## config.mk

```make
export PLATFORM = sky130hd
export DESIGN_NAME = vit_decoder
export DESIGN_NICKNAME = d
export VERILOG_FILES = /design/src/design/vit_pkg.sv /design/src/design/vit_pipe_stage.sv /design/src/design/vit_branch_metric.sv /design/src/design/vit_acs.sv /design/src/design/vit_survivor.sv /design/src/design/vit_decoder.sv
export SDC_FILE = /design/constraint.sdc
export NUM_CORES = 1
export LEC_CHECK = 0
export ABC_CLOCK_PERIOD_IN_PS = 44600
export BUFFER_PORTS_ARGS = -buffer_cell sky130_fd_sc_hd__buf_4
export CORE_UTILIZATION = 65
export CTS_BUF_LIST = sky130_fd_sc_hd__clkbuf_16
export DETAILED_ROUTE_END_ITERATION = 8
export PLACE_DENSITY = 0.89
export SLEW_MARGIN = 20
export SYNTH_ARGS = -nofsm -noshare
export SYNTH_HDL_FRONTEND = slang
export SYNTH_SLANG_ARGS = --single-unit
export TNS_END_PERCENT = 50
```

## constraint.sdc

```tcl
create_clock -name clk -period 44.6 [get_ports clk]
set_clock_uncertainty 0.2 [all_clocks]
set_input_delay 8.92 -clock clk [delete_from_list [all_inputs] [get_ports clk]]
set_output_delay 8.92 -clock clk [all_outputs]
set_load 0.02 [all_outputs]
```

## src/design/vit_pkg.sv

```systemverilog
package vit_pkg;

    //////////////////////////////
    // Trellis and code constants
    //////////////////////////////

    // Constraint length 4 gives 8 states
    localparam int NUM_STATES = 8;
    localparam int STATE_W    = 3;
    localparam int SYM_W      = 2;

    // Encoder register is {input bit, state}, input bit in the MSB
    // sym[1] is the parity under GEN_0, sym[0] the parity under GEN_1
    localparam logic [STATE_W:0] GEN_0 = 4'b1111;
    localparam logic [STATE_W:0] GEN_1 = 4'b1101;

    //////////////////////////////
    // Metric widths and limits
    //////////////////////////////

    localparam int BM_W = 2;
    localparam int PM_W = 6;

    // Start penalty for every state but 0
    localparam logic [PM_W-1:0] PM_INIT_BAD   = 6'd12;

    // Minimum metric at which all metrics are rebased
    localparam logic [PM_W-1:0] PM_NORM_LIMIT = 6'd32;

    //////////////////////////////
    // Survivor memory
    //////////////////////////////

    localparam int SURV_LEN = 16;
    localparam int WARM_W   = $clog2(SURV_LEN);

    //////////////////////////////
    // Payload types
    //////////////////////////////

    typedef logic [SYM_W-1:0] sym_t;

    // One Hamming distance per expected output pair
    typedef struct packed {
        logic [BM_W-1:0] d11;
        logic [BM_W-1:0] d10;
        logic [BM_W-1:0] d01;
        logic [BM_W-1:0] d00;
    } bm_t;

    // Per-state decision bits plus the best state of this step
    typedef struct packed {
        logic [NUM_STATES-1:0] sel;
        logic [STATE_W-1:0]    best;
    } dec_t;

endpackage

```

## src/design/vit_pipe_stage.sv

```systemverilog
`timescale 1ns/1ns

module vit_pipe_stage #(
    parameter type payload_t = logic
) (
    input  logic     clk,
    input  logic     arst_n,

    input  logic     in_valid,
    output logic     in_ready,
    input  payload_t in_data,

    output logic     out_valid,
    input  logic     out_ready,
    output payload_t out_data
);

    logic     valid_q;
    payload_t data_q;

    // Accept when empty or when the held item leaves this cycle
    assign in_ready  = !valid_q || out_ready;

    assign out_valid = valid_q;
    assign out_data  = data_q;

    // Valid flag follows the input whenever the slot can change
    always_ff @(posedge clk or negedge arst_n) begin
        if (!arst_n) begin
            valid_q <= 1'b0;
        end else if (in_ready) begin
            valid_q <= in_valid;
        end
    end

    // Payload
    always_ff @(posedge clk) begin
        if (in_valid && in_ready) begin
            data_q <= in_data;
        end
    end

endmodule

```

## src/design/vit_branch_metric.sv

```systemverilog
`timescale 1ns/1ns

module vit_branch_metric (
    input  logic          clk,
    input  logic          arst_n,

    input  logic          sym_valid,
    output logic          sym_ready,
    input  vit_pkg::sym_t sym,

    output logic          bm_valid,
    input  logic          bm_ready,
    output vit_pkg::bm_t  bm
);

    import vit_pkg::*;

    bm_t bm_d;

    // Number of differing bits between two symbols
    function automatic logic [BM_W-1:0] hamming(sym_t a, sym_t b);
        sym_t diff;
        diff = a ^ b;
        return BM_W'(diff[1]) + BM_W'(diff[0]);
    endfunction

    //////////////////////////////
    // Decode step
    //////////////////////////////

    // Distance to each of the four possible encoder outputs
    always_comb begin
        bm_d.d00 = hamming(sym, 2'b00);
        bm_d.d01 = hamming(sym, 2'b01);
        bm_d.d10 = hamming(sym, 2'b10);
        bm_d.d11 = hamming(sym, 2'b11);
    end

    // Registered towards the ACS stage
    vit_pipe_stage #(
        .payload_t (bm_t)
    ) u_bm_stage (
        .clk       (clk),
        .arst_n    (arst_n),
        .in_valid  (sym_valid),
        .in_ready  (sym_ready),
        .in_data   (bm_d),
        .out_valid (bm_valid),
        .out_ready (bm_ready),
        .out_data  (bm)
    );

endmodule

```

## src/design/vit_acs.sv

```systemverilog
`timescale 1ns/1ns

module vit_acs (
    input  logic         clk,
    input  logic         arst_n,

    input  logic         bm_valid,
    output logic         bm_ready,
    input  vit_pkg::bm_t bm,

    output logic         dec_valid,
    input  logic         dec_ready,
    output vit_pkg::dec_t dec
);

    import vit_pkg::*;

    logic [PM_W-1:0]       pm_q   [NUM_STATES];
    logic [PM_W-1:0]       sum_0  [NUM_STATES];
    logic [PM_W-1:0]       sum_1  [NUM_STATES];
    logic [PM_W-1:0]       new_pm [NUM_STATES];
    logic [NUM_STATES-1:0] sel;
    logic [PM_W-1:0]       min_pm;
    logic [STATE_W-1:0]    best;
    logic                  norm;
    logic                  bm_fire;
    dec_t                  dec_d;

    // Branch metric of the transition from state s under input bit b
    function automatic logic [BM_W-1:0] branch_cost(bm_t m, logic b,
                                                    logic [STATE_W-1:0] s);
        logic [STATE_W:0] enc_reg;
        sym_t             expect_out;
        enc_reg    = {b, s};
        expect_out = {^(enc_reg & GEN_0), ^(enc_reg & GEN_1)};
        case (expect_out)
            2'b00:   return m.d00;
            2'b01:   return m.d01;
            2'b10:   return m.d10;
            default: return m.d11;
        endcase
    endfunction

    //////////////////////////////
    // Add-compare-select
    //////////////////////////////

    // Predecessors of t are {t[1:0], 0} and {t[1:0], 1}, input bit is t[2]
    always_comb begin
        logic [STATE_W-1:0] st;
        logic [STATE_W-1:0] pred_0;
        logic [STATE_W-1:0] pred_1;
        for (int t = 0; t < NUM_STATES; t++) begin
            st       = STATE_W'(t);
            pred_0   = {st[STATE_W-2:0], 1'b0};
            pred_1   = {st[STATE_W-2:0], 1'b1};
            sum_0[t] = pm_q[pred_0] + PM_W'(branch_cost(bm, st[STATE_W-1], pred_0));
            sum_1[t] = pm_q[pred_1] + PM_W'(branch_cost(bm, st[STATE_W-1], pred_1));
            // Ties keep the predecessor ending in 0
            sel[t]    = sum_1[t] < sum_0[t];
            new_pm[t] = sel[t] ? sum_1[t] : sum_0[t];
        end
    end

    // Lowest-index state holding the minimum metric
    always_comb begin
        min_pm = new_pm[0];
        best   = '0;
        for (int t = 1; t < NUM_STATES; t++) begin
            if (new_pm[t] < min_pm) begin
                min_pm = new_pm[t];
                best   = STATE_W'(t);
            end
        end
    end

    assign norm    = min_pm >= PM_NORM_LIMIT;
    assign bm_fire = bm_valid && bm_ready;

    //////////////////////////////
    // Path metric registers
    //////////////////////////////

    // Encoder assumed to start in state 0
    always_ff @(posedge clk or negedge arst_n) begin
        if (!arst_n) begin
            for (int t = 0; t < NUM_STATES; t++) begin
                pm_q[t] <= (t == 0) ? '0 : PM_INIT_BAD;
            end
        end else if (bm_fire) begin
            for (int t = 0; t < NUM_STATES; t++) begin
                pm_q[t] <= norm ? new_pm[t] - min_pm : new_pm[t];
            end
        end
    end

    assign dec_d.sel  = sel;
    assign dec_d.best = best;

    vit_pipe_stage #(
        .payload_t (dec_t)
    ) u_dec_stage (
        .clk       (clk),
        .arst_n    (arst_n),
        .in_valid  (bm_valid),
        .in_ready  (bm_ready),
        .in_data   (dec_d),
        .out_valid (dec_valid),
        .out_ready (dec_ready),
        .out_data  (dec)
    );

endmodule

```

## src/design/vit_survivor.sv

```systemverilog
`timescale 1ns/1ns

module vit_survivor (
    input  logic          clk,
    input  logic          arst_n,

    input  logic          dec_valid,
    output logic          dec_ready,
    input  vit_pkg::dec_t dec,

    output logic          out_valid,
    input  logic          out_ready,
    output logic          out_bit
);

    import vit_pkg::*;

    // Newest decided bit in the LSB, oldest in the MSB
    logic [SURV_LEN-1:0] surv_q [NUM_STATES];
    logic [SURV_LEN-1:0] surv_d [NUM_STATES];
    logic [WARM_W-1:0]   warm_cnt;
    logic                warm_done;
    logic                dec_fire;

    // Take a decision only if the output slot is free or being read
    assign dec_ready = !out_valid || out_ready;
    assign dec_fire  = dec_valid && dec_ready;
    assign warm_done = warm_cnt == WARM_W'(SURV_LEN - 1);

    //////////////////////////////
    // Register exchange
    //////////////////////////////

    always_comb begin
        logic [STATE_W-1:0] st;
        logic [STATE_W-1:0] pred;
        for (int t = 0; t < NUM_STATES; t++) begin
            st        = STATE_W'(t);
            pred      = {st[STATE_W-2:0], dec.sel[t]};
            surv_d[t] = {surv_q[pred][SURV_LEN-2:0], st[STATE_W-1]};
        end
    end

    always_ff @(posedge clk or negedge arst_n) begin
        if (!arst_n) begin
            for (int t = 0; t < NUM_STATES; t++) begin
                surv_q[t] <= '0;
            end
        end else if (dec_fire) begin
            for (int t = 0; t < NUM_STATES; t++) begin
                surv_q[t] <= surv_d[t];
            end
        end
    end

    // Saturates once SURV_LEN-1 decisions have gone in
    always_ff @(posedge clk or negedge arst_n) begin
        if (!arst_n) begin
            warm_cnt <= '0;
        end else if (dec_fire && !warm_done) begin
            warm_cnt <= warm_cnt + 1'b1;
        end
    end

    //////////////////////////////
    // Output register
    //////////////////////////////

    always_ff @(posedge clk or negedge arst_n) begin
        if (!arst_n) begin
            out_valid <= 1'b0;
        end else if (dec_fire && warm_done) begin
            out_valid <= 1'b1;
        end else if (out_ready) begin
            out_valid <= 1'b0;
        end
    end

    // Oldest bit on the best path
    always_ff @(posedge clk) begin
        if (dec_fire && warm_done) begin
            out_bit <= surv_d[dec.best][SURV_LEN-1];
        end
    end

endmodule

```

## src/design/vit_decoder.sv

```systemverilog
`timescale 1ns/1ns

module vit_decoder (
    input  logic          clk,
    input  logic          arst_n,

    // Received symbols
    input  logic          sym_valid,
    output logic          sym_ready,
    input  vit_pkg::sym_t sym,

    // Decoded bits
    output logic          out_valid,
    input  logic          out_ready,
    output logic          out_bit
);

    import vit_pkg::*;

    logic bm_valid;
    logic bm_ready;
    bm_t  bm;

    logic dec_valid;
    logic dec_ready;
    dec_t dec;

    //////////////////////////////
    // Decode
    //////////////////////////////

    vit_branch_metric u_branch_metric (
        .clk       (clk),
        .arst_n    (arst_n),
        .sym_valid (sym_valid),
        .sym_ready (sym_ready),
        .sym       (sym),
        .bm_valid  (bm_valid),
        .bm_ready  (bm_ready),
        .bm        (bm)
    );

    //////////////////////////////
    // Execute
    //////////////////////////////

    vit_acs u_acs (
        .clk       (clk),
        .arst_n    (arst_n),
        .bm_valid  (bm_valid),
        .bm_ready  (bm_ready),
        .bm        (bm),
        .dec_valid (dec_valid),
        .dec_ready (dec_ready),
        .dec       (dec)
    );

    //////////////////////////////
    // Result
    //////////////////////////////

    // Output appears SURV_LEN-1 decisions behind the input
    vit_survivor u_survivor (
        .clk       (clk),
        .arst_n    (arst_n),
        .dec_valid (dec_valid),
        .dec_ready (dec_ready),
        .dec       (dec),
        .out_valid (out_valid),
        .out_ready (out_ready),
        .out_bit   (out_bit)
    );

endmodule

```

# Yosys cells after proc, flatten, opt, wreduce, memory -nomap -nowiden

Cells that the tools add are included.

Reductions and logical operators: 15
Add/subtract/negate cells: 29
Equal/unequal tests: 1
Muxes and demuxes: 58
Bitwise operators: 12
Magnitude comparators: 25

Operators with widths:

| operator                                                      | count |
|---|---|
| 16-bit binary-select mux with 3-bit select                    | 9 |
| 15-bit two-way mux                                            | 16 |
| 6-bit two-way mux                                             | 23 |
| 6-bit by 2-bit adder with 6-bit output                        | 16 |
| 6-bit less-than comparator                                    | 15 |
| 6-bit subtractor                                              | 8 |
| 4-bit greater-or-equal comparator, second input constant      | 9 |
| 16-bit two-way mux                                            | 2 |
| 3-bit NOT with 4-bit output                                   | 5 |
| 1-bit by 1-bit adder with 2-bit output                        | 4 |
| 2-bit two-way mux                                             | 4 |
| 1-bit NOT with 4-bit output                                   | 2 |
| 2-bit NOT with 4-bit output                                   | 2 |
| 6-bit greater-or-equal comparator, second input constant      | 1 |
| 1-bit logical AND                                             | 5 |
| 4-bit by 1-bit adder with 4-bit output, second input constant | 1 |
| 4-bit == test, second input constant                          | 1 |
| 1-bit zero test                                               | 4 |
| 1-bit two-way mux                                             | 4 |
| 4-bit OR reduction                                            | 1 |
| 1-bit logical OR                                              | 3 |
| 1-bit NOT                                                     | 2 |
| 2-bit NOT                                                     | 1 |
| 2-bit nonzero test                                            | 1 |
| 2-bit OR reduction                                            | 1 |

Input port bits: 6
Output and inout bits: 3
Register bits after elaboration: 199
Word-level logic and storage cells: 169

# Depth between registers and ports, before layout

Gate-level depths: netlist of run 1.

Depth after elaboration: 19
Depth in mapped cells: 82

# Cells and area by module

Synthesis of run 1 repeated with hierarchy kept, for this count alone.

Cell total of the unflattened synthesis: 1814
Area total of the unflattened synthesis: 15997.8 µm²

Modules (own cells, without submodules):

| module                                      | instances | cells each | area each (µm²) | sequential area each (µm²) |
|---|---|---|---|---|
| vit_acs                                     | 1         | 1281       | 9947.0          | 1218.7 |
| vit_survivor                                | 1         | 499        | 5311.3          | 2782.7 |
| vit_pipe_stage (u_acs.u_dec_stage)          | 1         | 15         | 384.1           | 355.3 |
| vit_pipe_stage (u_branch_metric.u_bm_stage) | 1         | 12         | 294.0           | 265.3 |
| vit_branch_metric                           | 1         | 7          | 61.3            | 0.0 |

# Worst setup path after synthesis of run 1

OpenSTA, ideal clock, no wires.

Path kind: input-to-output
Start: input port out_ready
End: output port sym_ready
Slack: 26.209 ns
Buffers on the path: 0
Required time: 35.480 ns
Arrival time: 9.271 ns
Stages on the path: 2
Path through: nor2b_1 > nand3_1

Longest elaborated chain between the ends: 3

RTL lines:

| what                           | RTL line             | text |
|---|---|---|
| start: declaration             | vit_decoder.sv:14    | `input logic out_ready,` |
| 1-bit logical OR               | vit_survivor.sv:26   | `assign dec_ready = !out_valid \|\| out_ready;` |
| 1-bit logical OR (2 in series) | vit_pipe_stage.sv:22 | `assign in_ready = !valid_q \|\| out_ready;` |
| end: declaration               | vit_decoder.sv:9     | `output logic sym_ready,` |

No other way between the ends.

# Worst setup path after layout of run 1

Same ends and word-level chain as after synthesis.

==> reports/qor.csv, run 1 <==
stage,metric,value,unit
layout,n_antenna_cell,0,
synthesis,synth_area,15000,um2
synthesis,ys_warn_count,0,
grt,grt_pass1_wl,64.0,mm
worst_setup_path,crit_path_frequent_cell,buf_4,
clock_network,cts_max_path_buffers,2,
clock_network,clkTransAtPathRegs,0.08,ns
sta,period_share,0.417,
run,cap_violations,0,
worst_setup_path,reg2reg_depth,73,
grt,grt-busiest-layer,met2,
synthesis,ys.flop_type,dfrtp_1,
clock_network,cts_hold_buf,0,
worst_setup_path,r2r-end,u_acs.pm_q[10],
floorplan,rows,55,
sta,hold_violations,0,
worst_setup_path,start_kind,input port,
floorplan,die_x,154,um
sta,max_slew.worst_pin.slew,1.09,ns
worst_hold_path,hold_class,register to register,
grt,grt_overflow_total,0,
clock_network,cts_made_buffers,17,
synthesis,synthCells,1737,
routing,wl_per_cell,19.8,um
clock_network,clock_sinks,178,
routing,drtIter0Drc,1289,
layout,nets,1820,
floorplan,initial_core_util,0.663,
synthesis,synth_seq_cells,178,
worst_setup_path,critPathSlowestCell,buf_4,
layout,n_fill_cell,1618,
sta,min_period,18.61,ns
run_status,status,completed,
routing,finalWirelength,39.4,mm
placement,dp_hpwl,28.8,mm
synthesis,yosysUniqueCellTypes,97,
worst_setup_path,arrival,9.49,ns
sta,report.final.setup_viol,0,
routing,firstDrtPassIters,5,
layout,drive_above_1_share,0.0837,
sta,final.setup.tns,0,ns
routing,viasPerCell,6.52,
floorplan,ioPinCount,9,
synthesis,seq_area_frac_synth,0.304,
worst_setup_path,r2r_slack,26.38,ns
sta,rsz0062_at_grt,false,
floorplan,die_area,23700,um2
grt,antenna_found_initial,0,
worst_hold_path,hold_path_end,u_survivor.surv_q[0],
placement,port_buffers,8,
synthesis,synth_fp_nets,1861,
sta,relSlewSlack,0.275,
grt,grt_usage,0.342,
clock_network,cts-htree-levels,4,
worst_setup_path,path_max_fanout,3,
layout,multi_input_area,9760,um2
synthesis,yosys.area.top_type,dfrtp_1,
clock_network,clock_latency,0.45,ns
clock_network,cts_resized,0,
clock_network,cts_tree,done,
layout,area_delta_synth_final,5.81,%
worst_setup_path,worstReg2RegStart,u_branch_metric.u_bm_stage.out_data[2],
worst_setup_path,crit_chain,buf_4 -> nor2b_1 -> nand3_1 -> buf_4,
floorplan,fp.dieH,154,um
synthesis,synth-async-reset-ratio,0.899,
sta,fmax,53.7,MHz
clock_network,clockRootBuffer,clkbuf_16,
worst_setup_path,critPathCaptureType,output port,
routing,drc,0,
clock_network,post-cts-setup-buffers,0,
worst_hold_path,hp-start,u_survivor.surv_q[0],
worst_setup_path,cpPeakStageDelay,0.18,ns
worst_setup_path,critical_path_class,input port to output port,
grt,first_global_vias,12600,
routing,routed-via-count,13000,
layout,ff_latch_area,4560,um2
worst_setup_path,critPathRequiredTime,35.48,ns
floorplan,coreArea,22600,um2
synthesis,synth_top_area_frac,0.243,
synthesis,avgSynthCellArea,8.64,um2
routing,ant_nets,0,
grt,grt_max_degree,119,
grt,grt_util_met3,0.0586,
placement,gp_congestion,0.995,
synthesis,synth_area_leaders,"dfrtp_1 24%, mux2i_1 10%, ha_1 8.5%, nand2_1 6.0%, o21ai_0 5.5%",
grt,met2_usage,0.583,
sta,slew_viol_final,0,
worst_hold_path,hold_path_depth,1,
synthesis,synth-edff-count,18,
grt,grt_use_met1,0.412,
per-layer routing:
metal,vias up,share of wire
met4,0,0.050
met2,550,0.49
met1,6220,0.39
met5,-,0
li1,6101,-
met3,127,0.074
registers in the layout (all words and copies together), names as in the netlist:
register / cells
u_survivor.out_valid: 1
u_survivor.out_bit: 1
u_branch_metric.u_bm_stage.out_valid: 1
u_acs.u_dec_stage.out_valid: 1
u_survivor.warm_cnt: 4
u_survivor.surv_q: 105
u_acs.u_dec_stage.out_data: 11
u_acs.pm_q: 48
u_branch_metric.u_bm_stage.out_data: 6
logic make-up after synthesis:
group,Yosys count,synth area share
and+or+nand+nor,521,0.156
AOI/OAI and AO/OA,439,0.186
buffers and inverters,180,0.0479
muxes,178,0.125
DFF,178,0.304
adders and majority gates,143,0.124
xor gates and xnor gates,98,0.0572
worst max-delay path by stage:
stage	cells after the start	startpoint	slack [ns]	to
6_report	4	out_ready	25.99	sym_ready
5_1_grt	72	u_branch_metric.u_bm_stage.out_data[2]	24.91	u_acs.pm_q[10]
4_1_cts	4	out_ready	26.00	sym_ready
3_5_place_dp	4	out_ready	26.00	sym_ready
3_3_place_gp	4	out_ready	25.99	sym_ready
2_1_floorplan	2	out_ready	26.21	sym_ready
cell usage after synthesis (11+ instances only):
master and n:
nor3_1 17, xnor2_1 61, ha_1 102, dfrtp_1 146, nor2_1 102, inv_1 89
nand2_1 241, mux2_2 20, nand3_1 60, fa_1 16, mux2i_1 150, maj3_1 17
a21oi_1 80, edfxtp_1 18, o211ai_1 16, dfstp_2 14, buf_2 11, clkbuf_1 67
o21ai_0 165, a21o_1 35, nor2b_1 11, nand2b_1 22, a31oi_1 20, o21ai_1 12
xor2_1 37, and2_1 15
cells in the final DEF (no fill, tap or decap), types with 10 or more instances in the layout:
cell type and instances:
fa_1 16, nand2b_1 22, edfxtp_1 18, buf_4 28, nor2_1 102, xor2_1 37, inv_1 89, o211ai_1 16
maj3_1 17, a21o_1 35, a21oi_1 80, nand3_1 60, nand2_1 239, mux2_2 20, nor2b_1 11, a31oi_1 20
o21ai_0 165, a211oi_1 10, dfrtp_1 146, and2_1 15, ha_1 102, clkbuf_16 17, o21ai_1 12, nor3_1 17
dfstp_2 14, mux2i_1 148, xnor2_1 61
through the flow:
stage	std cells	worst slack, ns	hold slack, ns	utilization	cell area [um2]
floorplan	1737	26.21	0.235	-	15000
global placement	1962	25.99	0.252	0.673	15200
detailed placement	1962	26.00	0.253	0.673	15200
CTS	1994	26.00	0.277	0.701	15900
global route	1994	24.91	0.303	0.702	15900
finish	1994	25.99	0.275	0.702	15900
critical path, delay by kind of cell:
kind	cells	cell delay, ns
buffers and inverters	2	0.29
and+or+nand+nor	2	0.27
area by class of cell:
cell class / count / area share
multi-input combinational: 1379 / 0.614
sequential: 178 / 0.287
clock buffer: 17 / 0.0268
tap: 285 / 0.0224
inverter: 90 / 0.0213
timing repair buffer: 30 / 0.0147
clock inverter: 15 / 0.0134
Power of run 1 is not shown: default switching activity piles up to over one toggle a cycle in this logic, so the estimate is an artifact.
==> inputs of run 2 (changes only) <==
--- a/config.mk
+++ b/config.mk
@@ -5,12 +5,13 @@
 export SDC_FILE = /design/constraint.sdc
 export NUM_CORES = 1
 export LEC_CHECK = 0
-export ABC_CLOCK_PERIOD_IN_PS = 44600
+export ABC_AREA = 1
+export ABC_CLOCK_PERIOD_IN_PS = 16480
 export BUFFER_PORTS_ARGS = -buffer_cell sky130_fd_sc_hd__buf_4
-export CORE_UTILIZATION = 65
+export CORE_UTILIZATION = 59
 export CTS_BUF_LIST = sky130_fd_sc_hd__clkbuf_16
 export DETAILED_ROUTE_END_ITERATION = 8
-export PLACE_DENSITY = 0.89
+export PLACE_DENSITY = 0.86
 export SLEW_MARGIN = 20
 export SYNTH_ARGS = -nofsm -noshare
 export SYNTH_HDL_FRONTEND = slang
==> constraint.sdc (replaced) <==
create_clock -name clk -period 16.48 [get_ports clk]
set_clock_uncertainty 0.2 [all_clocks]
set_input_delay 3.296 -clock clk [delete_from_list [all_inputs] [get_ports clk]]
set_output_delay 3.296 -clock clk [all_outputs]
set_load 0.02 [all_outputs]
==> reports/qor.csv, run 2 <==
stage,metric,value,unit
run_status,status,completed,
clock_network,post-cts-setup-buffers,0,
sta,slew_viol_final,0,
sta,hold_violations,0,
grt,antenna_found_initial,0,
sta,min_period,13.03,ns
floorplan,fp.dieH,162,um
grt,grt_usage,0.313,
floorplan,die_area,26200,um2
synthesis,seq_area_frac_synth,0.303,
worst_setup_path,critPathSlowestCell,o21ai_1,
layout,nets,2266,
worst_setup_path,worstReg2RegStart,u_branch_metric.u_bm_stage.out_data[3],
sta,final.setup.tns,0,ns
worst_setup_path,reg2reg_depth,70,
routing,drc,0,
synthesis,synth_area,15100,um2
worst_setup_path,cpPeakStageDelay,0.78,ns
sta,relSlewSlack,0.245,
floorplan,initial_core_util,0.600,
floorplan,rows,58,
routing,viasPerCell,5.67,
layout,max_flop_register,u_survivor.surv_q,
routing,wl_per_cell,15.9,um
synthesis,avgSynthCellArea,6.89,um2
synthesis,synthCells,2185,
routing,ant_nets,0,
floorplan,ioPinCount,9,
routing,routed-via-count,14100,
layout,layout_commonest_cell,nand2_1,
layout,n_antenna_cell,0,
sta,period_share,0.791,
worst_setup_path,crit_start,u_branch_metric.u_bm_stage.out_data[3],
clock_network,clkTransAtPathRegs,0.07,ns
sta,report.final.setup_viol,0,
layout,area_delta_synth_final,5.02,%
synthesis,synth_area_leaders,"dfrtp_1 24%, nand2_1 17%, o21ai_0 8.6%, ha_1 8.5%, inv_1 7.0%",
synthesis,yosys.area.top_type,dfrtp_1,
worst_setup_path,critical_path_class,register to register,
grt,grt_max_degree,106,
synthesis,synth.most_common_cell,nand2_1,
synthesis,yosysUniqueCellTypes,45,
routing,firstDrtPassIters,6,
clock_network,clock_sinks,178,
worst_setup_path,crit_path_frequent_cell,nand2_1,
clock_network,clock_latency,0.44,ns
clock_network,cts_tree,done,
clock_network,cts-htree-levels,4,
run,cap_violations,0,
layout,final_cell_mix,"700 x nand2_1, 280 x inv_1, 256 x o21ai_0",
worst_setup_path,r2r_slack,3.45,ns
layout,largest_reg_flops,105,
worst_setup_path,cp-endpoint,u_acs.pm_q[4],
worst_setup_path,path_max_fanout,15,
worst_setup_path,r2r-end,u_acs.pm_q[4],
placement,gp_congestion,0.976,
floorplan,coreArea,25100,um2
placement,port_buffers,8,
clock_network,cts_resized,0,
synthesis,synth_seq_cells,178,
synthesis,synth-async-reset-ratio,0.899,
synthesis,synth_top_area_frac,0.243,
synthesis,yosys-top-cells-count,"701 x nand2_1, 280 x inv_1, 259 x o21ai_0, 186 x nand3_1, 146 x dfrtp_1",
grt,first_global_vias,13500,
routing,finalWirelength,39.5,mm
clock_network,cts_max_path_buffers,2,
layout,drive_above_1_share,0.0798,
sta,rsz0062_at_grt,false,
floorplan,die_x,162,um
clock_network,clockRootBuffer,clkbuf_16,
clock_network,cts_made_buffers,17,
worst_hold_path,hp-start,u_survivor.surv_q[0],
clock_network,cts_hold_buf,0,
placement,dp_hpwl,29.4,mm
routing,drtIter0Drc,1162,
worst_hold_path,hold_class,register to register,
grt,grt_pass1_wl,65.7,mm
worst_setup_path,critPathRequiredTime,16.59,ns
synthesis,synth-edff-count,18,
synthesis,ys.flop_type,dfrtp_1,
sta,fmax,76.8,MHz
worst_setup_path,start_kind,register,
grt,grt_overflow_total,0,
sta,max_slew.worst_pin.slew,1.12,ns
synthesis,synth_fp_nets,2309,
worst_setup_path,arrival,13.14,ns
worst_setup_path,critPathCaptureType,register,
synthesis,ys_warn_count,0,
[run 2: changes by cell type in the layout (fill, tap and decap cells not counted), sizes merged, moves of 20 or more]
cell    change
a21o       -35
a21oi      -26
inv       +196
maj3       -25
mux2       -23
mux2i     -154
nand2     +497
nand2b     -22
nand3     +148
nor2       -20
o211ai     +20
o21ai      +99
xnor2      -43
[run 2: worst max-delay path, delay by kind of cell, from the launching register on]
kind            cells  cell delay (ns)
compound gates     12             3.36
xor+xnor            1             0.23
fa+ha+maj          11             3.49
buf+inv            10             0.92
flops               1             0.65
simple gates       36             4.04
[run 2: logic make-up (layout without fill, tap and decap cells)]
| group | after synthesis | in the layout | share of synthesized area |
|---|---|---|---|
| XOR/XNOR | 63 | 63 | 0.0366 |
| AO/OA/AOI/OAI | 397 | 397 | 0.145 |
| adder cells (fa/ha/maj) | 118 | 118 | 0.106 |
| AND/OR/NAND/NOR | 1043 | 1043 | 0.305 |
| flip-flops | 178 | 178 | 0.303 |
| buffers and inverters | 386 | 356 | 0.104 |
[run 2: metal layers]
layer  wire (um)  vias to the layer above  GRT usage
li1            -                     6945          -
met1       16600                     6635      0.393
met2       18800                      420      0.534
met3        2430                      100     0.0460
met4        1590                        0      0.141
met5           0                        -          0
[run 2: per-stage QoR]
stage          setup WS [ns]  utilization  instance area (um2)  hold slack [ns]  instances
5_1_grt                 2.36        0.630                15800            0.298       2485
6_report                3.45        0.630                15800            0.274       2485
3_3_place_gp            3.91        0.606                15200            0.253       2453
3_5_place_dp            3.61        0.606                15200            0.263       2453
2_1_floorplan           5.44            -                15100            0.240       2185
4_1_cts                 3.52        0.630                15800            0.281       2485
[run 2: final cells by class]
class	count	area, um2
Fill cell	2253	9290
Clock buffer	18	450
Timing Repair Buffer	22	169
Sequential cell	178	4560
Multi-Input combinational cell	1621	8940
Tap cell	330	413
Inverter	302	1140
Clock inverter	14	148
[run 2: worst min path at each step]
| stage | slack (ns) | cells past startpoint | to |
|---|---|---|---|
| 2_1_floorplan | 0.24 | 1 | u_survivor.surv_q[0] |
| 5_1_grt | 0.30 | 1 | u_survivor.warm_cnt[3] |
| 4_1_cts | 0.28 | 1 | u_survivor.surv_q[0] |
| 3_5_place_dp | 0.26 | 1 | u_survivor.surv_q[0] |
| 3_3_place_gp | 0.25 | 1 | u_survivor.surv_q[0] |
| 6_report | 0.27 | 1 | u_survivor.surv_q[0] |
Power of run 2 is left out for the same reason.
==> inputs of run 3 (changes only) <==
--- a/config.mk
+++ b/config.mk
@@ -5,8 +5,8 @@
 export SDC_FILE = /design/constraint.sdc
 export NUM_CORES = 1
 export LEC_CHECK = 0
-export ABC_AREA = 1
-export ABC_CLOCK_PERIOD_IN_PS = 16480
+export ABC_AREA = 0
+export ABC_CLOCK_PERIOD_IN_PS = 11500
 export BUFFER_PORTS_ARGS = -buffer_cell sky130_fd_sc_hd__buf_4
 export CORE_UTILIZATION = 59
 export CTS_BUF_LIST = sky130_fd_sc_hd__clkbuf_16
==> constraint.sdc (replaced) <==
create_clock -name clk -period 11.5 [get_ports clk]
set_clock_uncertainty 0.2 [all_clocks]
set_input_delay 2.3 -clock clk [delete_from_list [all_inputs] [get_ports clk]]
set_output_delay 2.3 -clock clk [all_outputs]
set_load 0.02 [all_outputs]
==> reports/qor.csv, run 3 (synthesis results as in run 1) <==
stage,metric,value,unit
run_status,status,finished with violations,
run_status,violations,negative setup slack,
routing,firstDrtPassIters,6,
routing,drc,0,
clock_network,cts_made_buffers,17,
routing,routed-via-count,15200,
placement,dp_hpwl,35.4,mm
sta,layout_setup_ws,-2.85,ns
placement,gp_congestion,0.999,
floorplan,fp.dieH,162,um
sta,relSlewSlack,0.283,
sta,hold_violations,0,
worst_setup_path,worstReg2RegStart,u_branch_metric.u_bm_stage.out_data[0],
floorplan,ioPinCount,9,
sta,period_share,1.25,
floorplan,die_x,162,um
floorplan,die_area,26100,um2
placement,port_buffers,8,
layout,nets,2151,
floorplan,coreArea,25000,um2
layout,drive_above_1_share,0.302,
grt,grt_usage,0.375,
sta,final.setup.tns,-128.06,ns
worst_setup_path,critPathRequiredTime,11.64,ns
sta,report.final.setup_viol,51,
worst_setup_path,r2r_slack,-2.85,ns
worst_setup_path,reg2reg_depth,72,
placement,place_ws,-2.87,ns
grt,grt_overflow_total,0,
clock_network,cts_tree,done,
clock_network,cts-htree-levels,4,
clock_network,clkTransAtPathRegs,0.08,ns
routing,wl_per_cell,21.2,um
clock_network,clockRootBuffer,clkbuf_16,
worst_hold_path,hold_class,register to register,
worst_hold_path,hp-start,u_survivor.surv_q[110],
clock_network,clock_sinks,178,
floorplan,initial_core_util,0.600,
grt,grt_pass1_wl,77.0,mm
worst_setup_path,critPathCaptureType,register,
sta,slew_viol_final,0,
routing,finalWirelength,50.2,mm
worst_setup_path,path_max_fanout,5,
grt,antenna_found_initial,1,
worst_setup_path,critical_path_class,register to register,
floorplan,rows,58,
layout,max_flop_register,u_survivor.surv_q,
layout,area_delta_synth_final,29.9,%
worst_setup_path,r2r-end,u_acs.pm_q[41],
worst_hold_path,hold_path_depth,2,
run,cap_violations,0,
clock_network,cts_max_path_buffers,2,
grt,first_global_vias,15100,
sta,rsz0062_at_grt,true,
worst_setup_path,start_kind,register,
sta,max_slew.worst_pin.slew,1.08,ns
grt,grt_max_degree,106,
routing,ant_nets,0,
clock_network,clock_latency,0.45,ns
sta,fmax,69.7,MHz
layout,final_cell_mix,"341 x buf_4, 235 x nand2_1, 147 x o21ai_0",
sta,hold_ws,0.296,ns
worst_hold_path,hold_path_end,u_survivor.surv_q[110],
worst_setup_path,arrival,14.49,ns
layout,n_antenna_cell,0,
layout,layout_commonest_cell,buf_4,
layout,finish.utilization,0.779,
routing,drtIter0Drc,1715,
worst_setup_path,critPathSlowestCell,or4_4,
sta,min_period,14.35,ns
routing,viasPerCell,6.42,
layout,largest_reg_flops,105,
worst_setup_path,cpPeakStageDelay,0.57,ns
run 3: cell types whose count changed in the layout (fill, tap and decap cells not counted), moves of 32 or more:
cell / delta
mux2i_1: +142
nand3_1: -128
nand2_2: -32
xnor2_1: +34
a21o_1: +35
inv_1: -197
o21ai_0: -109
nand2_1: -465
buf_4: +320
run 3: worst max-delay path by stage:
stage,startpoint,to,slack (ns)
2_1_floorplan,u_branch_metric.u_bm_stage.out_data[0],u_acs.pm_q[45],-2.71
3_5_place_dp,u_branch_metric.u_bm_stage.out_data[2],u_acs.pm_q[46],-2.87
5_1_grt,u_branch_metric.u_bm_stage.out_data[0],u_acs.pm_q[41],-3.35
6_report,u_branch_metric.u_bm_stage.out_data[0],u_acs.pm_q[41],-2.85
4_1_cts,u_branch_metric.u_bm_stage.out_data[0],u_acs.pm_q[46],-2.56
3_3_place_gp,u_branch_metric.u_bm_stage.out_data[0],u_acs.pm_q[22],-2.19
run 3: area by class of cell:
cell class	instances	area, um2
Clock buffer	17	425
Clock inverter	15	216
Fill cell	1459	5540
Inverter	90	343
Multi-Input combinational cell	1379	10700
Sequential cell	178	4560
Tap cell	330	413
Timing Repair Buffer	361	2840
run 3: repair_timing:
item                                    CTS  global route
hold buffers                              0             0
gates resized for setup                  94            67
pin swaps                                86            46
buffers inserted                         19            17
endpoints found under the setup margin   51            51
run 3: critical path: cells and delay by family (launching register included):
family | cells | cell delay (ns)
adders and majority gates | 17 | 4.97
AOI/OAI and AO/OA | 23 | 3.59
and+or+nand+nor | 20 | 2.87
muxes | 6 | 1.32
buffers and inverters | 5 | 0.63
DFF | 1 | 0.49
xor gates and xnor gates | 1 | 0.15
run 3: through the flow:
step	instances	cell area, um2
6_report	2370	19500
5_1_grt	2370	19500
4_1_cts	2353	19000
3_5_place_dp	2302	17800
3_3_place_gp	2302	17800
2_1_floorplan	1737	15300
run 3: per-layer routing:
metal | track usage | vias up | wire length (um)
li1 | - | 6764 | -
met1 | 0.442 | 7341 | 18900
met2 | 0.643 | 835 | 23800
met3 | 0.0670 | 273 | 4160
met4 | 0.214 | 2 | 3280
met5 | 0 | - | 13
Power of run 3 is left out for the same reason.
